`src/common/rv_pkg.sv`:
```
`default_nettype none

package rv_pkg;

  localparam int XLEN = 32;
  localparam int NUM_REGS = 32;

  // stages times bits per stage covers the whole word
  localparam int DIV_STAGES = 8;
  localparam int DIV_BITS_PER_STAGE = 4;

  // width of the count of divides from issue to retire
  localparam int DIV_CNT_W = $clog2(DIV_STAGES + 4);

  typedef logic [XLEN-1:0] xlen_t;
  typedef logic [31:0] insn_t;
  typedef logic [4:0] reg_idx_t;
  typedef logic [6:0] opcode_t;

  // major opcodes
  localparam opcode_t OPCODE_OP_IMM = 7'b0010011;
  localparam opcode_t OPCODE_OP = 7'b0110011;
  localparam opcode_t OPCODE_LUI = 7'b0110111;

  // funct7 encodings
  localparam logic [6:0] FUNCT7_BASE = 7'b0000000;
  localparam logic [6:0] FUNCT7_ALT = 7'b0100000;
  localparam logic [6:0] FUNCT7_MULDIV = 7'b0000001;

  typedef enum logic [3:0] {
    ALU_ADD,
    ALU_SUB,
    ALU_SLL,
    ALU_SLT,
    ALU_SLTU,
    ALU_XOR,
    ALU_SRL,
    ALU_SRA,
    ALU_OR,
    ALU_AND,
    // LUI passes operand b straight through
    ALU_PASS
  } alu_op_e;

  // matches funct3[1:0] of the M-extension divides
  typedef enum logic [1:0] {
    DOP_DIV  = 2'b00,
    DOP_DIVU = 2'b01,
    DOP_REM  = 2'b10,
    DOP_REMU = 2'b11
  } div_op_e;

endpackage

`default_nettype wire

```
`src/hdl/retire_merge.sv`:
```
`timescale 1ns/1ps
`default_nettype none

module retire_merge (
  input  logic             clk,
  input  logic             rst,
  input  logic             alu_res_valid,
  input  rv_pkg::reg_idx_t alu_res_rd,
  input  rv_pkg::xlen_t    alu_res_data,
  input  logic             alu_res_illegal,
  input  logic             div_res_valid,
  input  rv_pkg::reg_idx_t div_res_rd,
  input  rv_pkg::xlen_t    div_res_data,
  input  logic             retire_ready,
  output logic             retire_valid,
  output rv_pkg::reg_idx_t retire_rd,
  output rv_pkg::xlen_t    retire_data,
  output logic             retire_illegal,
  output logic             hold,
  output logic             wb_en,
  output rv_pkg::reg_idx_t wb_rd,
  output rv_pkg::xlen_t    wb_data,
  output logic             div_retired
);
  import rv_pkg::*;

  logic xfer;
  logic ret_from_div;

  // a stalled retire freezes every stage behind it
  assign hold = retire_valid && !retire_ready;
  assign xfer = retire_valid && retire_ready;

  assign wb_en       = xfer && (retire_rd != '0);
  assign wb_rd       = retire_rd;
  assign wb_data     = retire_data;
  assign div_retired = xfer && ret_from_div;

  always_ff @(posedge clk) begin
    if (rst) begin
      retire_valid <= 1'b0;
    end else if (!hold) begin
      retire_valid <= alu_res_valid || div_res_valid;
    end
  end

  always_ff @(posedge clk) begin
    if (!hold) begin
      ret_from_div   <= div_res_valid;
      retire_rd      <= div_res_valid ? div_res_rd : alu_res_rd;
      retire_data    <= div_res_valid ? div_res_data : alu_res_data;
      retire_illegal <= !div_res_valid && alu_res_illegal;
    end
  end

  // issue ordering keeps the two result paths apart
  assert property (@(posedge clk) disable iff (rst) !(alu_res_valid && div_res_valid))
    else $error("retire_merge: ALU and divider results valid together");

endmodule

`default_nettype wire

```
`config.mk`:
```
export PLATFORM = sky130hd
export DESIGN_NAME = retire_merge
export DESIGN_NICKNAME = d
export VERILOG_FILES = /design/src/common/rv_pkg.sv /design/src/hdl/retire_merge.sv
export SDC_FILE = /design/constraint.sdc
export NUM_CORES = 1
export LEC_CHECK = 0
export ABC_CLOCK_PERIOD_IN_PS = 6700
export BUFFER_PORTS_ARGS = -buffer_cell sky130_fd_sc_hd__buf_2
export CELL_PAD_IN_SITES_DETAIL_PLACEMENT = 1
export CELL_PAD_IN_SITES_GLOBAL_PLACEMENT = 1
export CORE_MARGIN = 2
export CORE_UTILIZATION = 31
export DETAILED_ROUTE_END_ITERATION = 10
export PLACE_DENSITY = 0.92
export SYNTH_ARGS = -nofsm -noshare
export SYNTH_HDL_FRONTEND = slang
export SYNTH_SLANG_ARGS = --single-unit
export TNS_END_PERCENT = 100
```
`constraint.sdc`:
```
create_clock -name clk -period 6.7 [get_ports clk]
set_input_delay 2.01 -clock clk [delete_from_list [all_inputs] [get_ports clk]]
set_output_delay 2.01 -clock clk [all_outputs]
set_load 0.01 [all_outputs]
```
# Word level (Yosys, flattened, before mapping)
# Cells that the tools add are included.
[op_classes]
mux = 2
n_reduce_logical = 9
[op_table]
columns = ["cell", "n"]
rows = [
  ["$mux 32", 1],
  ["$logic_and 1x1->1", 5],
  ["$mux 5", 1],
  ["$reduce_bool 5->1", 1],
  ["$logic_not 1->1", 2],
  ["$logic_or 1x1->1", 1],
]
[totals]
register_bits = 40
output_inout_bits = 79
word_cells = 16

# Logic depth before layout (Yosys ltp)
[depth]
ltp_word = 2
ltp_mapped = 4
ltp_nobuf = 2

# Worst setup path before layout
# No wires, ideal clock.
[synth_timing]
kind = "input port to output port"
start = "in retire_ready"
end = "out hold"
t_arrival_ps = 3249
slack_ps = 1441
stages = 2
path_cell_list = "nand2b_1 > inv_1"
[synth_via]
elab_chain_cells = 2
[synth_lines]
columns = ["element", "line_no", "text"]
rows = [
  ["from (decl)", "retire_merge.sv:14", "input logic retire_ready,"],
  ["$logic_not 1->1", "retire_merge.sv:31", "assign hold = retire_valid && !retire_ready;"],
  ["$logic_and 1x1->1", "retire_merge.sv:31", ""],
  ["to (decl)", "retire_merge.sv:19", "output logic hold,"],
]
# Every way passes these cells.

# Worst setup path in the final report
# Ends and elaborated chain as after synthesis.

==> results_dict.tcl <==
set metrics [dict create \
    outcome "completed" \
    whs_path_depth 2 \
    top_level_ports 159 \
    syn_area_per_cell_um2 15.84 \
    dieHeight_um 84.24 \
    startpoint_type "primary input" \
    r2r-end "retire_data[10]" \
    power_density_nw_per_um2 218.8 \
    antenna_found_initial 0 \
    startpoint "retire_ready" \
    synthToLayoutAreaGrowth_pct 33.42 \
    maxCapViolCount 0 \
    die_width_um 84.24 \
    cts_setup_buffers 0 \
    clkLatencyLatePin_ns 0.28 \
    hold_violations 0 \
    synth_edf_count 39 \
    yosys.area.top_type "edfxtp_1" \
    initial_core_util_pct 31.79 \
    clk_pin_slew_ns 0.07 \
    die_area_um2 7096 \
    gp_congestion 0.6635 \
    worst_pin_slew_ns 0.9426 \
    rsz0062_at_grt "no" \
    vias_per_cell 4.353 \
    cp_data_arrival_time_ns 2.49 \
    cts.sinks 40 \
    grt_pass1_vias 1478 \
    grt_overflow 0 \
    synthArstFlopShare_pct 0 \
    p_seq_share_pct 53.5 \
    final_area_um2 2663 \
    yosysMostFrequentCell "edfxtp_1" \
    drt_wl_total_um 4730 \
    synthTopCellsByCount "edfxtp_1 (39), buf_4 (37), mux2_2 (29)" \
    p_comb_share_pct 20.7 \
    power_switching_uw 144.3 \
    path_max_fanout 3 \
    cts_buffer_depth 2 \
    hold_end "retire_illegal" \
    end_kind "primary output" \
    yosysSeqAreaShare_pct 59.69 \
    fin_tns_setup_ns 0 \
    cts-resized-gates 0 \
    grtUsageTotal_pct 13.02 \
    crit_required_ns 4.69 \
    cts_buffers 5 \
    hold_class "reg2reg" \
    h-tree-depth 2 \
    netSwitchingFraction_pct 24.78 \
    slew_headroom_pct 37.16 \
    r2r_slack_ns 5.44 \
    min_period_over_period_pct 67.20 \
    dp_hpwl_um 3881 \
    clockPowerShare_pct 25.8 \
    drt_iter0_markers 37 \
    root_buffer "clkbuf_8" \
    grt_pass1_wl_um 7169 \
    ir_drop_v 0.0001087 \
    tritoncts "yes" \
    yosys_warnings 0 \
    postCtsHoldBufs 0 \
    vias 1432 \
    synth_cell_types 15 \
    reg2reg_from "retire_valid" \
    hp-start "retire_valid" \
    final_nets 331 \
    synth_seq_cells 40 \
    worst_r2r_path_depth 2 \
    max_freq_mhz 222.1 \
    netlist_top_cells_area "edfxtp_1 (59%), mux2_2 (16%), buf_4 (14%), mux2_4 (6.0%), buf_6 (1.1%)" \
    grt_max_degree 41 \
    synth_nets 206 \
    synth_flop_cell "edfxtp_1" \
    synth_top_area_share_pct 58.68 \
    num_antenna_cells 0 \
    p_leak_uw 0.001285 \
    p_int_uw 438.2 \
    drive_gt1_share_pct 80.16 \
    postSynthCellCount 126 \
    final_max_slew_viol_count 0 \
    row_count 29 \
    coreArea_um2 6277 \
    finalSetupViolCount 0 \
    detail-route-antenna-nets 0 \
    worstSetupPathType "in2out" \
    min_period_ns 4.503 \
    avgRoutedWirePerCell_um 14.38 \
    drcViolationCount 0 \
    portBuffers 158 \
    fin_skew_ns 0.004445 \
    synth_area_um2 1996 \
    firstDrtPassIters 4 \
    placed_area_um2 2582 \
]
per-stage QoR:
stage / setup WS (ns) / power (uW) / hold slack [ns] / cells / util [%]
floorplan: 1.441 / 398.9 / 1.466 / 126 / -
global placement: 2.183 / 436.0 / 1.021 / 321 / 41.14
detailed placement: 2.174 / 441.3 / 1.037 / 321 / 41.14
CTS: 2.174 / 594.9 / 1.053 / 329 / 42.42
global route: 2.163 / 613.5 / 1.099 / 329 / 42.42
finish: 2.197 / 582.5 / 1.003 / 329 / 42.42
power groups by stage:
stage | Clock [uW] | Combinational [uW] | Sequential (uW)
after floorplan | 0 | 69.5 | 329
after global placement | 0 | 119 | 317
after detailed placement | 0 | 123 | 318
after CTS | 159 | 123 | 313
after global routing | 169 | 129 | 315
final | 150 | 120 | 312
how the worst max path moves through the flow:
stage           end  depth (start not counted)
5_1_grt        hold                          4
4_1_cts        hold                          4
2_1_floorplan  hold                          2
3_5_place_dp   hold                          4
6_report       hold                          4
3_3_place_gp   hold                          4
per-layer routing:
layer,share of wire (%),vias up,track usage [%]
met5,0,-,0
met3,7.3,10,3.441
met1,33,682,12.91
met2,58,70,25.47
met4,1.8,0,4.985
li1,-,670,-
flip-flops by register name (all words and copies together), names as in the netlist:
register / count
retire_illegal: 1
retire_rd: 5
retire_data: 32
retire_valid: 1
ret_from_div: 1
critical path, cell delays in order:
cell,delay [ns]
buf_2,0.12
nand2b_2,0.19
inv_1,0.06
buf_2,0.12
cell usage in the layout (no fill, tap or decap):
| master | synthesis | routed |
|---|---|---|
| mux2_2 | 29 | 29 |
| or3_1 | 1 | 1 |
| edfxtp_1 | 39 | 39 |
| buf_4 | 37 | 1 |
| mux2_4 | 8 | 8 |
| nor2b_1 | 1 | 1 |
| o311a_1 | 1 | 1 |
| clkbuf_8 | 0 | 5 |
| nand2b_2 | 0 | 1 |
| nor2_1 | 1 | 1 |
| and3_1 | 1 | 1 |
| buf_2 | 2 | 158 |
| inv_1 | 1 | 1 |
| a21oi_1 | 1 | 1 |
| clkbuf_1 | 0 | 3 |
| dfxtp_1 | 1 | 1 |
cell families (layout without fill, tap and decap cells):
logic type / after synthesis / count (layout) / synth area share (%)
AOI/OAI and AO/OA: 2 / 2 / 0.7521
and+or+nand+nor: 5 / 5 / 1.443
DFF: 40 / 40 / 59.69
muxes: 37 / 37 / 22.38
buffers and inverters: 42 / 168 / 15.74
final cells by class:
class | instances | area (um^2)
Clock buffer | 8 | 80.08
Timing Repair Buffer | 159 | 798.3
Multi-Input combinational cell | 44 | 493.0
Sequential cell | 40 | 1191
Inverter | 1 | 3.754
Fill cell | 722 | 3615
Tap cell | 77 | 96.34
Power figures use the tool's default switching activity.
